===== src/mem_seq_macros.svh =====
// Bus widths, register tag width and the wait-timer limit of the memory sequencer.
// Include this header wherever a width or the timeout limit is needed.
`ifndef MEM_SEQ_MACROS_SVH
`define MEM_SEQ_MACROS_SVH

// ==================================================
// Bus geometry
// ==================================================

// Width of the APB data bus and of one load result
`define MEM_DATA_W 64

// Byte address width of a request and of paddr
`define MEM_ADDR_W 32

// One strobe bit per byte lane of the data bus
`define MEM_STRB_W (`MEM_DATA_W / 8)

// Destination register tag carried from request to response
`define MEM_TAG_W 6

// Access-phase cycles with pready low after which a beat is abandoned
`define MEM_WAIT_LIMIT 16

`endif


===== src/apb_pkg.sv =====
// Types for the APB side of the sequencer: a single planned beat, the lane
// plan of a whole access and the counter type of the wait timer.
`include "mem_seq_macros.svh"

package apb_pkg;

	// One APB transfer, with the address already aligned to a 64-bit word
	typedef struct packed {
		logic [`MEM_ADDR_W-1:0] addr;
		logic [`MEM_STRB_W-1:0] strb;
		logic [`MEM_DATA_W-1:0] wdata;
	} apb_beat_t;

	// Everything the sequencer needs to run and merge one access
	// beat1 is only meaningful when two_beat is set
	typedef struct packed {
		apb_beat_t  beat0;
		apb_beat_t  beat1;
		logic       two_beat;
		logic [2:0] offset;
	} lane_plan_t;

	// Counts access-phase wait cycles up to the limit
	typedef logic [$clog2(`MEM_WAIT_LIMIT)-1:0] apb_wait_t;

endpackage


===== src/mem_req_pkg.sv =====
// Types for the processor side of the sequencer: one load or store request
// and the response returned when the access has finished.
`include "mem_seq_macros.svh"

package mem_req_pkg;

	// ==================================================
	// Request
	// ==================================================

	// Access size, the encoding is log2 of the byte count
	typedef enum logic [1:0] {
		size_byte   = 2'd0,
		size_half   = 2'd1,
		size_word   = 2'd2,
		size_double = 2'd3
	} mem_size_e;

	// One memory request as the core hands it over
	// The store data sits in the low bytes, unaligned to the address
	typedef struct packed {
		logic                   store;
		mem_size_e              size;
		logic                   is_signed;
		logic [`MEM_ADDR_W-1:0] addr;
		logic [`MEM_DATA_W-1:0] wdata;
		logic [`MEM_TAG_W-1:0]  tag;
	} mem_req_t;

	// ==================================================
	// Response
	// ==================================================

	// Completion status of an access
	typedef enum logic [1:0] {
		err_none    = 2'd0,
		err_slave   = 2'd1,
		err_timeout = 2'd2
	} mem_err_e;

	// Load data is already aligned and extended to the full width
	typedef struct packed {
		logic [`MEM_TAG_W-1:0]  tag;
		logic [`MEM_DATA_W-1:0] rdata;
		logic                   store;
		mem_err_e               err;
	} mem_rsp_t;

endpackage


===== src/access_if.sv =====
// Lane plan of the access in flight, shared by the address generator, the
// state machine and the load merger. The FSM drives the beat-one capture strobe.
interface access_if;

	// Beats, split flag and byte offset of the current access
	apb_pkg::lane_plan_t lanes;

	// Size and sign of a load, needed only for the final extension
	mem_req_pkg::mem_size_e size;
	logic is_signed;

	// High in the cycle where beat one of a load completes
	logic capture;

	// The address generator builds the plan once per request
	modport plan_src (output lanes, output size, output is_signed);

	// The FSM walks the beats and marks when beat one's data is on the bus
	modport plan_use (input lanes, output capture);

	// The merger needs the whole plan plus the capture strobe
	modport merge_use (input lanes, input size, input is_signed, input capture);

endinterface


===== src/load_merge.sv =====
// Load merger. Keeps the first beat of a split load, joins it with the live
// second beat, then shifts the addressed bytes down and extends them.
`include "mem_seq_macros.svh"

module load_merge import mem_req_pkg::*; (
	input  logic                   clk,
	input  logic                   rst,
	input  logic [`MEM_DATA_W-1:0] prdata_i,
	output logic [`MEM_DATA_W-1:0] rdata_o,
	access_if.merge_use            merge
);

	logic [`MEM_DATA_W-1:0]   beat0_q;
	logic [`MEM_DATA_W-1:0]   low_word;
	logic [2*`MEM_DATA_W-1:0] span;
	logic [2*`MEM_DATA_W-1:0] shifted;
	logic [`MEM_DATA_W-1:0]   value;

	// Beat one's read data is only on prdata for its completing cycle
	always_ff @(posedge clk) begin
		if (rst) begin
			beat0_q <= '0;
		end else if (merge.capture) begin
			beat0_q <= prdata_i;
		end
	end

	// ==================================================
	// Merge then align
	// ==================================================

	// A single-beat load has all its bytes in the live word
	assign low_word = merge.lanes.two_beat ? beat0_q : prdata_i;

	// Second word above the first, as the bytes lie in memory
	assign span    = {prdata_i, low_word};
	assign shifted = span >> {merge.lanes.offset, 3'b000};
	assign value   = shifted[`MEM_DATA_W-1:0];

	// Keep size bytes and fill the rest with zeros or copies of the top bit
	always_comb begin
		case (merge.size)
			size_byte: begin
				rdata_o = {{56{merge.is_signed & value[7]}}, value[7:0]};
			end
			size_half: begin
				rdata_o = {{48{merge.is_signed & value[15]}}, value[15:0]};
			end
			size_word: begin
				rdata_o = {{32{merge.is_signed & value[31]}}, value[31:0]};
			end
			default: begin
				rdata_o = value;
			end
		endcase
	end

endmodule


===== src/mem_agen.sv =====
// Address generator. Turns an accepted request into one or two word beats
// with byte strobes and shifted store data, and holds them for the access.
`include "mem_seq_macros.svh"

module mem_agen import mem_req_pkg::*, apb_pkg::*; (
	input  logic       clk,
	input  logic       rst,
	input  mem_req_t   req_i,
	input  logic       load_i,
	access_if.plan_src plan
);

	logic [2:0]                 offset;
	logic [3:0]                 nbytes;
	logic [`MEM_STRB_W-1:0]     size_mask;
	logic [2*`MEM_STRB_W-1:0]   span_strb;
	logic [2*`MEM_DATA_W-1:0]   span_data;
	logic [`MEM_ADDR_W-1:0]     word_addr;
	logic                       two_beat_d;
	apb_beat_t                  beat0_q;
	apb_beat_t                  beat1_q;
	logic                       two_beat_q;
	logic [2:0]                 offset_q;
	mem_size_e                  size_q;
	logic                       signed_q;

	// Byte position inside the 64-bit word
	assign offset = req_i.addr[2:0];
	assign nbytes = 4'd1 << req_i.size;

	// The access spills into the next word when it runs past byte 7
	assign two_beat_d = ({1'b0, offset} + nbytes) > 4'd8;

	// Lanes touched by an aligned access of this size
	always_comb begin
		case (req_i.size)
			size_byte:   size_mask = 8'h01;
			size_half:   size_mask = 8'h03;
			size_word:   size_mask = 8'h0f;
			default:     size_mask = 8'hff;
		endcase
	end

	// Shift lanes and data across two words, the upper half becomes beat two
	assign span_strb = {{`MEM_STRB_W{1'b0}}, size_mask} << offset;
	assign span_data = {{`MEM_DATA_W{1'b0}}, req_i.wdata} << {offset, 3'b000};
	assign word_addr = {req_i.addr[`MEM_ADDR_W-1:3], 3'b000};

	// ==================================================
	// Plan registers
	// ==================================================

	// Control part of the plan
	always_ff @(posedge clk) begin
		if (rst) begin
			two_beat_q <= 1'b0;
			offset_q   <= 3'd0;
			size_q     <= size_byte;
			signed_q   <= 1'b0;
		end else if (load_i) begin
			two_beat_q <= two_beat_d;
			offset_q   <= offset;
			size_q     <= req_i.size;
			signed_q   <= req_i.is_signed;
		end
	end

	// Beat payload, only looked at once the FSM has left idle
	always_ff @(posedge clk) begin
		if (load_i) begin
			beat0_q.addr  <= word_addr;
			beat0_q.strb  <= span_strb[`MEM_STRB_W-1:0];
			beat0_q.wdata <= span_data[`MEM_DATA_W-1:0];
			beat1_q.addr  <= word_addr + 8;
			beat1_q.strb  <= span_strb[2*`MEM_STRB_W-1:`MEM_STRB_W];
			beat1_q.wdata <= span_data[2*`MEM_DATA_W-1:`MEM_DATA_W];
		end
	end

	assign plan.lanes     = '{beat0: beat0_q, beat1: beat1_q, two_beat: two_beat_q,
		offset: offset_q};
	assign plan.size      = size_q;
	assign plan.is_signed = signed_q;

endmodule


===== src/mem_seq_fsm.sv =====
// Sequencer FSM. Accepts one request, runs its one or two APB beats, watches
// for slave errors and timeouts, and issues a single response pulse.
`include "mem_seq_macros.svh"

module mem_seq_fsm import mem_req_pkg::*, apb_pkg::*; (
	input  logic                   clk,
	input  logic                   rst,
	input  logic                   req_valid_i,
	output logic                   req_ready_o,
	input  mem_req_t               req_i,
	output logic                   rsp_valid_o,
	output mem_rsp_t               rsp_o,
	output logic                   psel_o,
	output logic                   penable_o,
	output logic                   pwrite_o,
	output logic [`MEM_ADDR_W-1:0] paddr_o,
	output logic [`MEM_DATA_W-1:0] pwdata_o,
	output logic [`MEM_STRB_W-1:0] pstrb_o,
	input  logic                   pready_i,
	input  logic                   pslverr_i,
	input  logic [`MEM_DATA_W-1:0] rdata_i,
	output logic                   load_o,
	output logic                   timer_run_o,
	input  logic                   timer_expired_i,
	access_if.plan_use             plan
);

	typedef enum logic [2:0] {
		st_idle, st_setup1, st_access1, st_setup2, st_access2, st_respond
	} state_e;

	state_e    state_q;
	state_e    state_d;
	apb_beat_t beat;
	logic      second;
	logic      in_access;
	logic      last_beat;
	mem_rsp_t  rsp_q;

	// Decode of the current phase
	assign second    = (state_q == st_setup2) || (state_q == st_access2);
	assign in_access = (state_q == st_access1) || (state_q == st_access2);
	assign last_beat = second || !plan.lanes.two_beat;

	// ==================================================
	// Next state
	// ==================================================

	always_comb begin
		state_d = state_q;
		case (state_q)
			st_idle: begin
				if (req_valid_i) state_d = st_setup1;
			end
			st_setup1: state_d = st_access1;
			st_access1: begin
				// A slave error ends the access here, no second beat
				if (pready_i) begin
					state_d = (pslverr_i || !plan.lanes.two_beat) ? st_respond : st_setup2;
				end else if (timer_expired_i) begin
					state_d = st_respond;
				end
			end
			st_setup2: state_d = st_access2;
			st_access2: begin
				if (pready_i || timer_expired_i) state_d = st_respond;
			end
			default: state_d = st_idle;
		endcase
	end

	always_ff @(posedge clk) begin
		if (rst) begin
			state_q <= st_idle;
		end else begin
			state_q <= state_d;
		end
	end

	// Response is built up over the access and held for the RESPOND cycle
	always_ff @(posedge clk) begin
		if (load_o) begin
			rsp_q.tag   <= req_i.tag;
			rsp_q.store <= req_i.store;
			rsp_q.err   <= err_none;
			rsp_q.rdata <= '0;
		end else if (in_access) begin
			if (pready_i && pslverr_i) begin
				rsp_q.err <= err_slave;
			end else if (pready_i && last_beat && !rsp_q.store) begin
				rsp_q.rdata <= rdata_i;
			end else if (!pready_i && timer_expired_i) begin
				rsp_q.err <= err_timeout;
			end
		end
	end

	// ==================================================
	// Outputs
	// ==================================================

	assign req_ready_o = (state_q == st_idle);
	assign load_o      = req_valid_i && req_ready_o;

	// APB lines follow the beat of the current state and hold through the access
	assign beat      = second ? plan.lanes.beat1 : plan.lanes.beat0;
	assign psel_o    = (state_q == st_setup1) || (state_q == st_setup2) || in_access;
	assign penable_o = in_access;
	assign pwrite_o  = rsp_q.store;
	assign paddr_o   = beat.addr;
	assign pwdata_o  = beat.wdata;
	assign pstrb_o   = rsp_q.store ? beat.strb : '0;

	// Beat one of a load is on prdata only in its completing cycle
	assign plan.capture = (state_q == st_access1) && pready_i && !pslverr_i && !rsp_q.store;
	assign timer_run_o  = in_access;

	assign rsp_valid_o = (state_q == st_respond);
	assign rsp_o       = rsp_q;

endmodule


===== src/mem_seq_top.sv =====
// Top level of the data-memory access sequencer. Plain request, response and
// APB master ports; inside, the FSM, timer, address generator and load merger.
`include "mem_seq_macros.svh"

module mem_seq_top import mem_req_pkg::*; (
	input  logic                   clk,
	input  logic                   rst,
	input  logic                   req_valid_i,
	output logic                   req_ready_o,
	input  mem_req_t               req_i,
	output logic                   rsp_valid_o,
	output mem_rsp_t               rsp_o,
	output logic                   psel_o,
	output logic                   penable_o,
	output logic                   pwrite_o,
	output logic [`MEM_ADDR_W-1:0] paddr_o,
	output logic [`MEM_DATA_W-1:0] pwdata_o,
	output logic [`MEM_STRB_W-1:0] pstrb_o,
	input  logic [`MEM_DATA_W-1:0] prdata_i,
	input  logic                   pready_i,
	input  logic                   pslverr_i
);

	logic                   load;
	logic [`MEM_DATA_W-1:0] rdata;
	logic                   timer_run;
	logic                   timer_expired;

	// Lane plan of the access in flight
	access_if plan_if ();

	// Latches the plan in the acceptance cycle
	mem_agen u_agen (
		.clk    (clk),
		.rst    (rst),
		.req_i  (req_i),
		.load_i (load),
		.plan   (plan_if)
	);

	// Aligned and extended load data, valid in the last completing cycle
	load_merge u_merge (
		.clk      (clk),
		.rst      (rst),
		.prdata_i (prdata_i),
		.rdata_o  (rdata),
		.merge    (plan_if)
	);

	wait_timer u_timer (
		.clk       (clk),
		.rst       (rst),
		.run_i     (timer_run),
		.expired_o (timer_expired)
	);

	mem_seq_fsm u_fsm (
		.clk             (clk),
		.rst             (rst),
		.req_valid_i     (req_valid_i),
		.req_ready_o     (req_ready_o),
		.req_i           (req_i),
		.rsp_valid_o     (rsp_valid_o),
		.rsp_o           (rsp_o),
		.psel_o          (psel_o),
		.penable_o       (penable_o),
		.pwrite_o        (pwrite_o),
		.paddr_o         (paddr_o),
		.pwdata_o        (pwdata_o),
		.pstrb_o         (pstrb_o),
		.pready_i        (pready_i),
		.pslverr_i       (pslverr_i),
		.rdata_i         (rdata),
		.load_o          (load),
		.timer_run_o     (timer_run),
		.timer_expired_i (timer_expired),
		.plan            (plan_if)
	);

endmodule


===== src/wait_timer.sv =====
// Wait timer for the APB access phase. Counts while the FSM reports an access
// cycle and flags expiry on the last cycle the slave is allowed to stall.
`include "mem_seq_macros.svh"

module wait_timer import apb_pkg::*; (
	input  logic clk,
	input  logic rst,
	input  logic run_i,
	output logic expired_o
);

	apb_wait_t cnt_q;

	// Cleared in every setup cycle and outside an access
	// Holds at the limit so the flag stays up until the FSM reacts
	always_ff @(posedge clk) begin
		if (rst || !run_i) begin
			cnt_q <= '0;
		end else if (!expired_o) begin
			cnt_q <= cnt_q + 1'b1;
		end
	end

	// The count lags by one, so the flag rises in the limit-th access cycle
	assign expired_o = run_i && (cnt_q == apb_wait_t'(`MEM_WAIT_LIMIT - 1));

endmodule

===== config.mk =====
export PLATFORM = sky130hd
export DESIGN_NAME = mem_seq_top
export DESIGN_NICKNAME = d
export VERILOG_FILES = /design/src/apb_pkg.sv /design/src/mem_req_pkg.sv /design/src/access_if.sv /design/src/load_merge.sv /design/src/mem_agen.sv /design/src/mem_seq_fsm.sv /design/src/mem_seq_top.sv /design/src/wait_timer.sv
export VERILOG_INCLUDE_DIRS = /design/src
export SDC_FILE = /design/constraint.sdc
export NUM_CORES = 1
export LEC_CHECK = 0
export BUFFER_PORTS_ARGS = -buffer_cell sky130_fd_sc_hd__buf_2
export CORE_MARGIN = 1
export CORE_UTILIZATION = 30
export CTS_BUF_LIST = sky130_fd_sc_hd__clkbuf_4 sky130_fd_sc_hd__clkbuf_8
export CTS_CLUSTER_SIZE = 8
export DETAILED_ROUTE_END_ITERATION = 6
export PLACE_DENSITY_LB_ADDON = 0.3
export SLEW_MARGIN = 20
export SYNTH_ARGS = -nofsm -noshare
export SYNTH_HDL_FRONTEND = slang
export SYNTH_SLANG_ARGS = --single-unit

===== constraint.sdc =====
create_clock -name clk -period 11.8 [get_ports clk]
set_input_delay 1.77 -clock clk [delete_from_list [all_inputs] [get_ports clk]]
set_output_delay 1.77 -clock clk [all_outputs]
set_load 0.01 [all_outputs]

---- Word-level counts from Yosys, hierarchy flattened ----
Cells that the tools add are included.
word-level totals
  bits in registers ....................... 356
  input port bits ......................... 175
operators by class
  magnitude comparators ................... 1
  bitwise gates (word level) .............. 4
  shifts and indexed selects .............. 4
  muxes and demuxes ....................... 14
  add/sub/neg operators ................... 3
  equal/unequal tests ..................... 14
  reductions and logical operators ........ 29
operator list
  kind                                                              count
  64-bit one-hot mux with 3 select lines                            1
  64-bit by 6-bit << shifter with 128-bit output                    1
  128-bit by 6-bit >> shifter with 64-bit output                    1
  104-bit 2-to-1 mux                                                1
  64-bit 2-to-1 mux                                                 1
  32-bit by 4-bit adder with 32-bit output (second input constant)  1
  8-bit one-hot mux with 3 select lines                             1
  8-bit by 3-bit << shifter with 16-bit output                      1
  3-bit 2-to-1 mux                                                  5
  3-bit one-hot mux with 5 select lines                             1
  1-bit logical AND                                                 9
  3-bit AND reduction                                               3
  1-bit logical OR                                                  8
  8-bit 2-to-1 mux                                                  1
  3-bit by 2-bit == test with 1-bit output (second input constant)  2
  3-bit == test (second input constant)                             2
  2-bit 2-to-1 mux                                                  3
  1-bit logical NOT                                                 5
  3-bit by 4-bit adder with 4-bit output                            1
  4-bit by 1-bit adder with 4-bit output (second input constant)    1
  2-bit by 1-bit == test with 1-bit output (second input constant)  2
  2-bit == test (second input constant)                             2
  4-bit == test (second input constant)                             1
  4-bit greater-than comparator (second input constant)             1
  10 further kinds                                                  14

---- Logic depth before layout (Yosys ltp) ----
Gate-level depths: netlist of run 1.
  depth in word-level cells ............... 7
  depth in mapped cells ................... 11

---- By module ----
A second synthesis of run 1 with hierarchy kept.
second synthesis, totals
  cell total of the unflattened synthesis .. 1896
  area, all modules ....................... 20437.1 µm²
by module, submodules not included
  module       cells an instance  area an instance (µm²)  times used
  mem_agen     718                9308.9                  1
  load_merge   698                6510.0                  1
  mem_seq_fsm  460                4413.0                  1
  wait_timer   20                 205.2                   1

---- Worst setup path before layout of run 1 ----
No wires, ideal clock.
  kind .................................... input to register
  from .................................... input req_valid_i
  to ...................................... register u_agen.beat1_q (netlist bit u_agen.plan.lanes[100]) (enable)
  buffers on the path ..................... 2
  stages .................................. 4
  data arrival time ....................... 7.809 ns
  slack ................................... 3.349 ns
  required time ........................... 11.158 ns
  cells stage by stage .................... nand3_1 clkbuf_1 clkinv_1 clkbuf_1
on the way
  word-level cells in the longest chain between the ends .. 1
ends and longest elaborated chain
  what                line                text
  start: declaration  mem_seq_top.sv:8    input logic req_valid_i,
  1-bit logical AND   mem_seq_fsm.sv:103  assign load_o = req_valid_i && req_ready_o;
  via load            mem_seq_top.sv:24   logic load;
  end: declaration    mem_agen.sv:21      apb_beat_t beat1_q;
The timed path passes the listed nets, and every way through them passes these cells.
A chain may end at the register's enable or synchronous reset.

---- Worst setup path in the final report of run 1 ----
  from .................................... register u_fsm.state_q[0]
  to ...................................... output pstrb_o[2]
on the way
  word-level cells in the longest chain between the ends .. 4
ends and longest elaborated chain
  what                                                                              line                text
  start: declaration                                                                mem_seq_fsm.sv:32   state_e state_q;
  start signal: assignment                                                          mem_seq_fsm.sv:74   state_q <= st_idle;
  start signal: assignment                                                          mem_seq_fsm.sv:76   state_q <= state_d;
  3-bit by 2-bit == test with 1-bit output / 3-bit == test (equally long branches)  mem_seq_fsm.sv:41   assign second = (state_q == st_setup2) || (state_q == st_access2);
  1-bit logical OR *                                                                mem_seq_fsm.sv:41
  104-bit 2-to-1 mux *                                                              mem_seq_fsm.sv:106  assign beat = second ? plan.lanes.beat1 : plan.lanes.beat0;
  8-bit 2-to-1 mux *                                                                mem_seq_fsm.sv:112  assign pstrb_o = rsp_q.store ? beat.strb : '0;
  end: declaration                                                                  mem_seq_top.sv:18   output logic [`MEM_STRB_W-1:0] pstrb_o,
Every way passes the cells marked *; elsewhere a longest branch is shown, timed or not.

==> metrics.txt, run 1 <==
# TYPE chip_impl_metric gauge
chip_impl_metric{name="final_core_utilization",unit="%"} 36.0
chip_impl_metric{name="floorplan.die.height",unit="um"} 257
chip_impl_metric{name="crit_path_max_fanout",unit=""} 83
chip_impl_metric{name="muxShareOfSynthArea",unit="%"} 16.3
chip_impl_info{name="worstReg2RegEnd",value="u_fsm.rsp_o[15]$_SDFFE_PP0P_"} 1
chip_impl_metric{name="setup_viol",unit=""} 0
chip_impl_metric{name="synth-simple-area-share",unit="%"} 17.8
chip_impl_info{name="synthTopCellsByArea",value="edfxtp_1 31%, dfxtp_1 15%, nand2_1 11%"} 1
chip_impl_metric{name="cp_depth",unit=""} 6
chip_impl_metric{name="synthesis.area_per_instance",unit="sq um"} 9.39
chip_impl_metric{name="critical_path_arrival",unit="ns"} 3.46
chip_impl_info{name="rsz0062_at_grt",value="false"} 1
chip_impl_metric{name="grt_pass1_vias",unit=""} 16500
chip_impl_metric{name="grt_first_pass_wirelength",unit="mm"} 103
chip_impl_metric{name="worst_setup_hold_path_clk_slew",unit="ns"} 0.06
chip_impl_metric{name="synthArstFlopShare",unit="%"} 0
chip_impl_metric{name="io_buffers",unit=""} 353
chip_impl_metric{name="grt.total_usage",unit="%"} 20.3
chip_impl_metric{name="dieArea",unit="sq mm"} 0.0660
chip_impl_metric{name="post_synth_num_cell_types",unit=""} 67
chip_impl_metric{name="rows",unit=""} 93
chip_impl_info{name="cts_tree",value="yes"} 1
chip_impl_metric{name="antenna_found_initial",unit=""} 18
chip_impl_metric{name="drt_first_pass_iters",unit=""} 6
chip_impl_metric{name="grt_start_max_net_pins",unit=""} 140
chip_impl_info{name="synth.top_cells.by_count",value="549 x nand2_1, 200 x edfxtp_1, 150 x a21oi_1"} 1
chip_impl_metric{name="via_per_inst",unit=""} 5.28
chip_impl_info{name="worst_r2r_startpoint",value="u_agen.offset_q[0]$_SDFFE_PP0P_"} 1
chip_impl_info{name="crit_path_end",value="pstrb_o[2]"} 1
chip_impl_metric{name="synth_top_cell_area_share",unit="%"} 30.8
chip_impl_info{name="cp_cell_sequence",value="nor3b_2, a21oi_4, buf_4, nand2_1, a21boi_0, buf_2"} 1
chip_impl_metric{name="post-route-min-period",unit="ns"} 5.23
chip_impl_metric{name="worstPathRequired",unit="ns"} 10.03
chip_impl_info{name="synth_area_leader_cell",value="edfxtp_1"} 1
chip_impl_metric{name="routed_wl",unit="mm"} 68.9
chip_impl_metric{name="max-clock-path-buffers",unit=""} 3
chip_impl_metric{name="min_period_over_period",unit="%"} 44.3
chip_impl_metric{name="finalNonFillerCells",unit=""} 3270
chip_impl_metric{name="synth_warnings",unit=""} 0
chip_impl_metric{name="power.total",unit="W"} 0.00327
chip_impl_info{name="worst_path_dominant_cell_family",value="buffers and inverters"} 1
chip_impl_metric{name="place_hpwl",unit="mm"} 48.1
chip_impl_info{name="ys_dominant_reg_cell",value="edfxtp_1"} 1
chip_impl_metric{name="synth_edf_count",unit=""} 200
chip_impl_metric{name="placedCellCount",unit=""} 3139
chip_impl_metric{name="synth-xor-area-share",unit="%"} 1.35
chip_impl_metric{name="htree_num_levels",unit=""} 3
chip_impl_metric{name="worstMarginPinSlew",unit="ns"} 1.12
chip_impl_metric{name="report.final.slew_viol_count",unit=""} 0
chip_impl_metric{name="coreArea",unit="sq mm"} 0.0643
chip_impl_info{name="critPathCaptureType",value="primary output"} 1
chip_impl_metric{name="route.antenna.remaining_nets",unit=""} 0
chip_impl_metric{name="worst-r2r-cell-count",unit=""} 8
chip_impl_metric{name="clock_sinks",unit=""} 344
chip_impl_metric{name="static-leakage-power",unit="nW"} 9.10
chip_impl_metric{name="part_of_the_yosys_area_used_for_sequential_elements",unit="%"} 45.6
chip_impl_metric{name="cts_inserted_buffers",unit=""} 67
chip_impl_metric{name="clock-skew-final",unit="ns"} 0.0321
chip_impl_info{name="outcome",value="finished clean"} 1
chip_impl_metric{name="crit_buf_inv",unit=""} 2
chip_impl_metric{name="yosys_register_bits",unit=""} 344
chip_impl_metric{name="grt_overflow_total",unit=""} 0
chip_impl_metric{name="stdcell_area",unit="sq mm"} 0.0232
chip_impl_info{name="critical_path.startpoint_type",value="flop"} 1
chip_impl_metric{name="slowest_delay",unit="ns"} 0.83
chip_impl_metric{name="drc",unit=""} 0
chip_impl_metric{name="maxCapViolCount",unit=""} 0
chip_impl_metric{name="num-nets-final",unit=""} 2536
chip_impl_metric{name="initial_cell_density_of_the_core",unit="%"} 30.3
chip_impl_info{name="path_type_of_the_worst_setup_path",value="flop to primary output"} 1
chip_impl_metric{name="area_growth_syn_to_layout",unit="%"} 18.9
chip_impl_metric{name="post_synthesis_cells",unit=""} 2076
chip_impl_metric{name="hold_buffers",unit=""} 0
chip_impl_metric{name="finalHoldViolCount",unit=""} 0
chip_impl_metric{name="routedWlPerCell",unit="um"} 21.1
chip_impl_metric{name="worstSkewPairLatency",unit="ns"} 0.66
chip_impl_metric{name="drive_above_1_share",unit="%"} 25.7
chip_impl_info{name="clock_root_buffer_master",value="clkbuf_8"} 1
chip_impl_info{name="hold_path_class",value="flop to flop"} 1
chip_impl_metric{name="fmax",unit="MHz"} 191
chip_impl_metric{name="powerDensity",unit="mW/mm^2"} 141
chip_impl_metric{name="postCtsResizedCells",unit=""} 0
chip_impl_metric{name="post_synthesis_compound_gate_area_fraction",unit="%"} 14.2
chip_impl_metric{name="detailedRoute.firstIterationViolations",unit=""} 1727
chip_impl_metric{name="num_vias",unit=""} 17300
chip_impl_info{name="startpoint",value="u_fsm.state_q[0]$_SDFFE_PP0P_"} 1
chip_impl_info{name="synthMostInstantiatedCell",value="nand2_1"} 1
chip_impl_metric{name="timing.setup.tns",unit="ns"} 0
chip_impl_metric{name="die-width",unit="um"} 257
chip_impl_metric{name="r2r_setup_slack",unit="ns"} 7.90
chip_impl_metric{name="mappedNetlistArea",unit="sq mm"} 0.0195
chip_impl_metric{name="floorplan.io_pins",unit=""} 357
chip_impl_metric{name="ir_worst_vdd",unit="mV"} 0.108
chip_impl_metric{name="place_congestion",unit=""} 0.912
chip_impl_info{name="timing.critical_path.slowest_stage_cell",value="buf_4"} 1
chip_impl_metric{name="synth_adder_area_share",unit="%"} 0.539
chip_impl_metric{name="post_cts.repair.setup_buffers",unit=""} 0
chip_impl_metric{name="dpl_cell_area",unit="sq mm"} 0.0218
chip_impl_metric{name="timing.slew.headroom",unit="%"} 25.3
chip_impl_info{name="synth_top_family_by_area",value="simple AND/OR/NAND/NOR gates"} 1
through the flow:
step,setup slack (ns),hold WS (ns)
CTS,6.48,0.454
finish,6.57,0.456
global placement,7.34,0.444
global route,6.25,0.470
detailed placement,7.23,0.447
floorplan,3.35,0.433
worst min path at each step:
stage / startpoint / end / slack [ns] / depth (start not counted)
final: u_merge.beat0_q[4]$_SDFFE_PP0P_ / u_merge.beat0_q[4]$_SDFFE_PP0P_ / 0.46 / 2
after detailed placement: u_merge.beat0_q[1]$_SDFFE_PP0P_ / u_merge.beat0_q[1]$_SDFFE_PP0P_ / 0.45 / 2
after CTS: u_merge.beat0_q[1]$_SDFFE_PP0P_ / u_merge.beat0_q[1]$_SDFFE_PP0P_ / 0.45 / 2
after global routing: u_merge.beat0_q[1]$_SDFFE_PP0P_ / u_merge.beat0_q[1]$_SDFFE_PP0P_ / 0.47 / 2
after floorplan: u_merge.beat0_q[7]$_SDFFE_PP0P_ / u_merge.beat0_q[7]$_SDFFE_PP0P_ / 0.43 / 2
after global placement: u_merge.beat0_q[3]$_SDFFE_PP0P_ / u_merge.beat0_q[3]$_SDFFE_PP0P_ / 0.44 / 2
layer usage:
layer | wire length, um | share of wire, % | track usage, % | up-vias
met2 | 31500 | 46 | 30.9 | 716
met1 | 30400 | 44 | 28.3 | 8413
met3 | 5150 | 7.5 | 3.98 | 109
met4 | 1850 | 2.7 | 7.61 | 4
met5 | 22 | 0.032 | 0 | -
li1 | - | - | - | 8019
placed cells by master, fill, tap and decap left out, types with 8 or more instances in the layout:
master	instances
a211oi_1	43
nor2b_1	14
mux4_2	51
nand2_1	549
mux2_2	54
o22ai_1	38
buf_4	23
nor2_1	124
o211ai_1	9
and3_1	15
dfxtp_1	140
o21ai_0	116
nor3_1	11
a21boi_0	8
mux2i_1	139
nand3_1	11
a31oi_1	11
edfxtp_1	200
nand2b_1	17
clkinv_1	11
clkinv_2	9
and2_1	49
xor2_1	9
a21oi_1	149
xnor2_1	21
a22o_1	9
a311o_1	15
clkbuf_8	70
diode_2	17
buf_2	352
nand4_1	8
clkbuf_4	15
layout make-up:
cell class / instances / area, sq um
antenna: 17 / 42.5
clock buffer: 85 / 1080
clock inverter: 28 / 272
fill: 6569 / 41200
inverter: 10 / 45.0
multi-input combinational: 1555 / 9820
sequential: 344 / 8900
tap: 855 / 1070
timing repair buffer: 376 / 1950
cells by family (layout without fill, tap and decap cells):
group | after synthesis | after routing
buffers and inverters | 179 | 499
AO/OA/AOI/OAI | 447 | 447
flip-flops | 344 | 344
other | 1 | 20
XOR/XNOR | 30 | 30
adder cells (fa/ha/maj) | 8 | 8
AND/OR/NAND/NOR | 822 | 822
multiplexers | 245 | 245
state kept, by name (all words and copies together) (netlist names):
register	flops
u_agen.offset_q	3
u_agen.plan.is_signed	1
u_agen.plan.lanes	193
u_agen.plan.size	2
u_agen.two_beat_q	1
u_fsm.pwrite_o	1
u_fsm.rsp_o	72
u_fsm.state_q	3
u_merge.beat0_q	64
u_timer.cnt_q	4
power by group:
group          leakage (nW)  internal, W  switching, W
logic                  5.28     0.000226      0.000386
clock network         0.713     0.000690      0.000556
registers              3.11      0.00137     0.0000423
worst reg2reg max path, delay by kind of cell (launching register included):
family	cells	cell delay, ns
flops	1	0.55
compound gates	4	0.84
mux	1	0.62
buf+inv	2	1.59
simple gates	1	0.17
Note: power is estimated with default switching activity, not from simulation.
==> inputs of run 2 (changes only) <==
==> constraint.sdc (replaced) <==
create_clock -name clk -period 4.5 [get_ports clk]
set_input_delay 0.675 -clock clk [delete_from_list [all_inputs] [get_ports clk]]
set_output_delay 0.675 -clock clk [all_outputs]
set_load 0.01 [all_outputs]
==> run 2 against run 1 <==
Effect of this change:
- clock power rose to 2.6 times the previous value
- register-to-register slack got worse by 6.5 ns
- clock skew up 0.0058 ns
- largest cell class unchanged
- critical endpoint is now pstrb_o[5]
- total power rose to 2.6 times the previous value
- setup slack got worse by 5.7 ns
- via count increased by 0.48%
- highest routed layer unchanged
==> metrics.txt, run 2 (synthesized netlist as in run 1, its figures left out) <==
# TYPE chip_impl_metric gauge
chip_impl_metric{name="setup_viol",unit=""} 0
chip_impl_metric{name="die-width",unit="um"} 257
chip_impl_metric{name="coreArea",unit="sq mm"} 0.0643
chip_impl_metric{name="finalHoldViolCount",unit=""} 0
chip_impl_metric{name="static-leakage-power",unit="nW"} 9.16
chip_impl_metric{name="worstMarginPinSlew",unit="ns"} 1.01
chip_impl_metric{name="drt_first_pass_iters",unit=""} 7
chip_impl_info{name="rsz0062_at_grt",value="false"} 1
chip_impl_info{name="critPathCaptureType",value="primary output"} 1
chip_impl_info{name="outcome",value="finished clean"} 1
chip_impl_metric{name="finalNonFillerCells",unit=""} 3278
chip_impl_metric{name="dpl_cell_area",unit="sq mm"} 0.0219
chip_impl_metric{name="grt_start_max_net_pins",unit=""} 118
chip_impl_metric{name="rows",unit=""} 93
chip_impl_metric{name="powerDensity",unit="mW/mm^2"} 370
chip_impl_metric{name="timing.setup.tns",unit="ns"} 0
chip_impl_metric{name="max-clock-path-buffers",unit=""} 3
chip_impl_metric{name="via_per_inst",unit=""} 5.29
chip_impl_metric{name="postCtsResizedCells",unit=""} 0
chip_impl_info{name="mostFrequentLayoutCell",value="nand2_1"} 1
chip_impl_metric{name="placedCellCount",unit=""} 3149
chip_impl_metric{name="num-nets-final",unit=""} 2546
chip_impl_metric{name="crit_path_max_fanout",unit=""} 76
chip_impl_metric{name="place_hpwl",unit="mm"} 49.6
chip_impl_metric{name="routedWlPerCell",unit="um"} 21.2
chip_impl_metric{name="post-route-min-period",unit="ns"} 3.62
chip_impl_metric{name="worstSkewPairLatency",unit="ns"} 0.64
chip_impl_metric{name="grt_pass1_vias",unit=""} 16300
chip_impl_info{name="critical_path.startpoint_type",value="flop"} 1
chip_impl_metric{name="report.final.slew_viol_count",unit=""} 0
chip_impl_metric{name="io_buffers",unit=""} 353
chip_impl_metric{name="clock_sinks",unit=""} 344
chip_impl_metric{name="drive_above_1_share",unit="%"} 26.2
chip_impl_metric{name="stdcell_area",unit="sq mm"} 0.0233
chip_impl_metric{name="initial_cell_density_of_the_core",unit="%"} 30.3
chip_impl_metric{name="num_vias",unit=""} 17300
chip_impl_info{name="hold_path_class",value="input pin to flop"} 1
chip_impl_metric{name="floorplan.io_pins",unit=""} 357
chip_impl_metric{name="floorplan.die.height",unit="um"} 257
chip_impl_metric{name="grt_overflow_total",unit=""} 0
chip_impl_metric{name="routed_wl",unit="mm"} 69.6
chip_impl_metric{name="post_cts.repair.setup_buffers",unit=""} 0
chip_impl_metric{name="worstPathRequired",unit="ns"} 3.83
chip_impl_info{name="path_type_of_the_worst_setup_path",value="flop to primary output"} 1
chip_impl_metric{name="timing.slew.headroom",unit="%"} 32.8
chip_impl_info{name="cts_tree",value="yes"} 1
chip_impl_metric{name="largest_register_ffs",unit=""} 193
chip_impl_info{name="most_frequent_cells_in_the_layout",value="549 x nand2_1, 352 x buf_2, 200 x edfxtp_1, 149 x a21oi_1, 140 x dfxtp_1"} 1
chip_impl_metric{name="ir_worst_vdd",unit="mV"} 0.287
chip_impl_metric{name="area_growth_syn_to_layout",unit="%"} 19.3
chip_impl_metric{name="grt.total_usage",unit="%"} 20.5
chip_impl_metric{name="route.antenna.remaining_nets",unit=""} 0
chip_impl_metric{name="clock-skew-final",unit="ns"} 0.0378
chip_impl_metric{name="critical_path_arrival",unit="ns"} 2.95
chip_impl_metric{name="worst_setup_hold_path_clk_slew",unit="ns"} 0.06
chip_impl_metric{name="htree_num_levels",unit=""} 3
chip_impl_metric{name="detailedRoute.firstIterationViolations",unit=""} 1814
chip_impl_metric{name="fmax",unit="MHz"} 276
chip_impl_info{name="clock_root_buffer_master",value="clkbuf_8"} 1
chip_impl_metric{name="antenna_found_initial",unit=""} 15
chip_impl_metric{name="hold_buffers",unit=""} 0
chip_impl_metric{name="place_congestion",unit=""} 0.941
chip_impl_metric{name="min_period_over_period",unit="%"} 80.5
chip_impl_metric{name="dieArea",unit="sq mm"} 0.0660
chip_impl_metric{name="cts_inserted_buffers",unit=""} 68
chip_impl_metric{name="maxCapViolCount",unit=""} 0
chip_impl_metric{name="drc",unit=""} 0
chip_impl_metric{name="grt_first_pass_wirelength",unit="mm"} 104
-- run 2: layout make-up --
type	instances	area, sq um
clock buffers	94	1160
fillers	6529	41100
clock inverters	23	200
diodes	12	30.0
multi-input cells	1555	9830
flip-flops and latches	344	8900
repair buffers	385	2030
inverters	10	45.0
well taps	855	1070
-- run 2: path summary, 6_finish.rpt --
| check | from | to | slack (ns) | cells past startpoint |
|---|---|---|---|---|
| worst max-delay path | u_fsm.state_q[1]$_SDFFE_PP0P_ | pstrb_o[5] | 0.88 | 5 |
| worst min register to register | u_merge.beat0_q[3]$_SDFFE_PP0P_ | u_merge.beat0_q[3]$_SDFFE_PP0P_ | 0.45 | 2 |
| worst max register to register | u_fsm.pwrite_o$_DFFE_PP_ | u_fsm.rsp_o[15]$_SDFFE_PP0P_ | 1.42 | 4 |
| worst min-delay path | req_i[105] | u_fsm.pwrite_o$_DFFE_PP_ | 0.21 | 1 |
-- run 2: where the power goes --
group | switching, W | internal (W) | leakage [nW]
Clock | 0.00143 | 0.00184 | 0.722
Sequential | 0.000125 | 0.00359 | 3.11
Combinational | 0.00102 | 0.000601 | 5.33
Total | 0.00257 | 0.00603 | 9.16
-- run 2: critical path: stages, from the launching register on --
cell      delay (ns)
dfxtp_1         0.57
nor2b_1         0.37
a21o_4          0.76
nand2_1         0.11
a21boi_0        0.24
buf_2           0.17
-- run 2: routing by layer --
layer | up-vias | global-route usage, % | part of all wire [%] | routed length [um]
li1 | 8024 | - | - | -
met1 | 8450 | 28.4 | 44 | 30700
met5 | - | 0 | 0.039 | 27
met3 | 117 | 4.01 | 7.6 | 5310
met4 | 4 | 7.13 | 3.1 | 2160
met2 | 748 | 31.5 | 45 | 31400
-- run 2: stage by stage --
step	setup WS (ns)	utilization (%)	hold WS [ns]	total power, W
global route	0.637	36.1	0.172	0.00897
finish	0.879	36.2	0.215	0.00860
global placement	1.54	34.0	0.445	0.00538
CTS	0.829	36.1	0.148	0.00869
floorplan	0.242	-	0.433	0.00475
detailed placement	1.44	34.0	0.449	0.00540
==> inputs of run 3 (changes only) <==
==> constraint.sdc (replaced) <==
create_clock -name clk -period 3.45 [get_ports clk]
set_input_delay 0.5175 -clock clk [delete_from_list [all_inputs] [get_ports clk]]
set_output_delay 0.5175 -clock clk [all_outputs]
set_load 0.01 [all_outputs]
==> run 3 against run 2 <==
Effect of this change:
- via count rose by 0.65%
- wire length rose by 0.21%
- critical endpoint is now pstrb_o[3]
- combinational power rose by 33%
- non-clock buffer count rose by 18
- critical path depth rose by 1
- first-iteration DRC count rose by 1.2%
- total power rose by 33%
- final cell count rose by 0.67%
==> metrics.txt, run 3 (synthesized netlist as in run 1, its figures left out) <==
# TYPE chip_impl_metric gauge
chip_impl_metric{name="placedCellCount",unit=""} 3161
chip_impl_info{name="outcome",value="finished clean"} 1
chip_impl_info{name="cp_cell_sequence",value="nor2b_1, a21oi_4, buf_16, nand2_1, a21boi_0, buf_2"} 1
chip_impl_metric{name="critical_path_arrival",unit="ns"} 2.79
chip_impl_info{name="critical_path.startpoint_type",value="flop"} 1
chip_impl_metric{name="worstSkewPairLatency",unit="ns"} 0.67
chip_impl_metric{name="max-clock-path-buffers",unit=""} 3
chip_impl_metric{name="area_growth_syn_to_layout",unit="%"} 20.9
chip_impl_metric{name="dieArea",unit="sq mm"} 0.0660
chip_impl_metric{name="timing.slew.headroom",unit="%"} 30.3
chip_impl_metric{name="antenna_found_initial",unit=""} 19
chip_impl_metric{name="coreArea",unit="sq mm"} 0.0643
chip_impl_metric{name="gr-usage-met3",unit="%"} 4.03
chip_impl_metric{name="htree_num_levels",unit=""} 3
chip_impl_metric{name="grt_overflow_total",unit=""} 0
chip_impl_info{name="top_usage_layer_grt",value="met2"} 1
chip_impl_info{name="rsz0062_at_grt",value="false"} 1
chip_impl_metric{name="timing.setup.tns",unit="ns"} 0
chip_impl_info{name="mostFrequentLayoutCell",value="nand2_1"} 1
chip_impl_metric{name="min_period_over_period",unit="%"} 95.9
chip_impl_info{name="cts_tree",value="yes"} 1
chip_impl_metric{name="clock-skew-final",unit="ns"} 0.0409
chip_impl_metric{name="floorplan.die.height",unit="um"} 257
chip_impl_metric{name="worstPathRequired",unit="ns"} 2.93
chip_impl_metric{name="static-leakage-power",unit="nW"} 9.31
chip_impl_metric{name="initial_cell_density_of_the_core",unit="%"} 30.3
chip_impl_metric{name="drive_above_1_share",unit="%"} 26.7
chip_impl_info{name="hold_path_class",value="input pin to flop"} 1
chip_impl_metric{name="worst_slack",unit="ns"} 0.143
chip_impl_metric{name="regArea",unit="sq mm"} 0.00890
chip_impl_metric{name="worstMarginPinSlew",unit="ns"} 1.04
chip_impl_metric{name="finalNonFillerCells",unit=""} 3300
chip_impl_info{name="clock_root_buffer_master",value="clkbuf_8"} 1
chip_impl_metric{name="powerDensity",unit="mW/mm^2"} 486
chip_impl_metric{name="num_vias",unit=""} 17500
chip_impl_metric{name="grt_start_max_net_pins",unit=""} 102
chip_impl_metric{name="largest_register_ffs",unit=""} 193
chip_impl_metric{name="globalRouteMet2Util",unit="%"} 31.4
chip_impl_metric{name="drc",unit=""} 0
chip_impl_info{name="most_frequent_cells_in_the_layout",value="549 x nand2_1, 352 x buf_2, 200 x edfxtp_1, 149 x a21oi_1, 139 x mux2i_1"} 1
chip_impl_metric{name="report.final.slew_viol_count",unit=""} 0
chip_impl_metric{name="num-nets-final",unit=""} 2565
chip_impl_metric{name="routedWlPerCell",unit="um"} 21.1
chip_impl_metric{name="finalHoldViolCount",unit=""} 0
chip_impl_metric{name="routed_wl",unit="mm"} 69.8
chip_impl_metric{name="via_per_inst",unit=""} 5.29
chip_impl_metric{name="ir_worst_vdd",unit="mV"} 0.426
chip_impl_metric{name="place_congestion",unit=""} 0.912
chip_impl_metric{name="grt_first_pass_wirelength",unit="mm"} 104
chip_impl_info{name="timing.critical_path.slowest_stage_cell",value="dfxtp_1"} 1
chip_impl_info{name="critPathCaptureType",value="primary output"} 1
chip_impl_metric{name="cts_inserted_buffers",unit=""} 69
chip_impl_metric{name="floorplan.io_pins",unit=""} 357
chip_impl_metric{name="io_buffers",unit=""} 353
chip_impl_metric{name="grtUsageMet1",unit="%"} 28.7
chip_impl_metric{name="clock_sinks",unit=""} 344
chip_impl_metric{name="fmax",unit="MHz"} 302
chip_impl_info{name="path_type_of_the_worst_setup_path",value="flop to primary output"} 1
chip_impl_metric{name="route.antenna.remaining_nets",unit=""} 0
chip_impl_metric{name="place_hpwl",unit="mm"} 49.8
chip_impl_metric{name="post-place-ws",unit="ns"} 0.624
chip_impl_metric{name="post-route-min-period",unit="ns"} 3.31
chip_impl_metric{name="post_cts.repair.setup_buffers",unit=""} 0
chip_impl_metric{name="worst_setup_hold_path_clk_slew",unit="ns"} 0.06
chip_impl_metric{name="hold_ws",unit="ns"} 0.0587
chip_impl_metric{name="die-width",unit="um"} 257
chip_impl_metric{name="grt.total_usage",unit="%"} 20.5
chip_impl_metric{name="combined_area_of_the_multi_input_logic_cells",unit="sq mm"} 0.00983
chip_impl_metric{name="slowest_delay",unit="ns"} 0.52
chip_impl_metric{name="crit_path_max_fanout",unit=""} 101
chip_impl_metric{name="maxCapViolCount",unit=""} 0
chip_impl_metric{name="detailedRoute.firstIterationViolations",unit=""} 1835
chip_impl_metric{name="drt_first_pass_iters",unit=""} 5
chip_impl_metric{name="fillCellCount",unit=""} 6584
chip_impl_metric{name="grt_pass1_vias",unit=""} 16500
chip_impl_metric{name="rows",unit=""} 93
chip_impl_metric{name="setup_viol",unit=""} 0
run 3: cell types whose count changed in the layout (fill, tap and decap cells not counted), sizes merged:
| cell | change |
|---|---|
| inv | +3 |
| buf | +12 |
| diode | -2 |
| dlygate4sd3 | +6 |
| clkinv | +4 |
| clkinvlp | -1 |
run 3: cell type report:
type / count / share of cell area (%)
inverters: 10 / 0.191
clock inverters: 29 / 1.14
well taps: 855 / 4.54
multi-input cells: 1555 / 41.7
diodes: 10 / 0.106
clock buffers: 94 / 5.01
repair buffers: 403 / 9.52
flip-flops and latches: 344 / 37.8
run 3: report_power, final:
group          internal [W]  total (W)  switching, W  leakage (nW)
clock               0.00249    0.00446       0.00197         0.768
combinational      0.000809    0.00217       0.00136          5.44
sequential          0.00468    0.00482      0.000135          3.11
run 3: worst max-delay path, delay by kind of cell (launching register included):
family,cells,cell delay [ns]
compound gates,2,0.63
buf+inv,2,0.54
flops,1,0.52
simple gates,2,0.27
run 3: routing by layer:
metal / up-vias / part of all wire [%]
li1: 8061 / -
met1: 8541 / 44
met2: 736 / 46
met3: 109 / 7.2
met4: 8 / 2.4
met5: - / 0.070
run 3: worst paths after layout:
check                                  startpoint                              end  slack (ns)  depth (start not counted)
setup reg to reg         u_fsm.pwrite_o$_DFFE_PP_     u_fsm.rsp_o[23]$_SDFFE_PP0P_        0.61                          5
setup / recovery    u_fsm.state_q[2]$_SDFFE_PP0P_                       pstrb_o[3]        0.14                          6
hold reg to reg   u_merge.beat0_q[1]$_SDFFE_PP0P_  u_merge.beat0_q[1]$_SDFFE_PP0P_        0.45                          2
hold / removal                         req_i[105]         u_fsm.pwrite_o$_DFFE_PP_        0.06                          1
run 3: per-stage QoR:
step	power, W	utilization, %	area [sq um]
floorplan	0.00618	-	19500
global placement	0.00702	34.2	22000
detailed placement	0.00705	34.2	22000
CTS	0.0115	36.6	23500
global route	0.0119	36.6	23600
finish	0.0115	36.6	23600
run 3: what timing repair did:
item | in CTS | in global routing
resized for setup | 0 | 6
endpoints found under the setup margin | 0 | 6
hold buffers | 6 | 0
hold endpoints to repair | 6 | 0
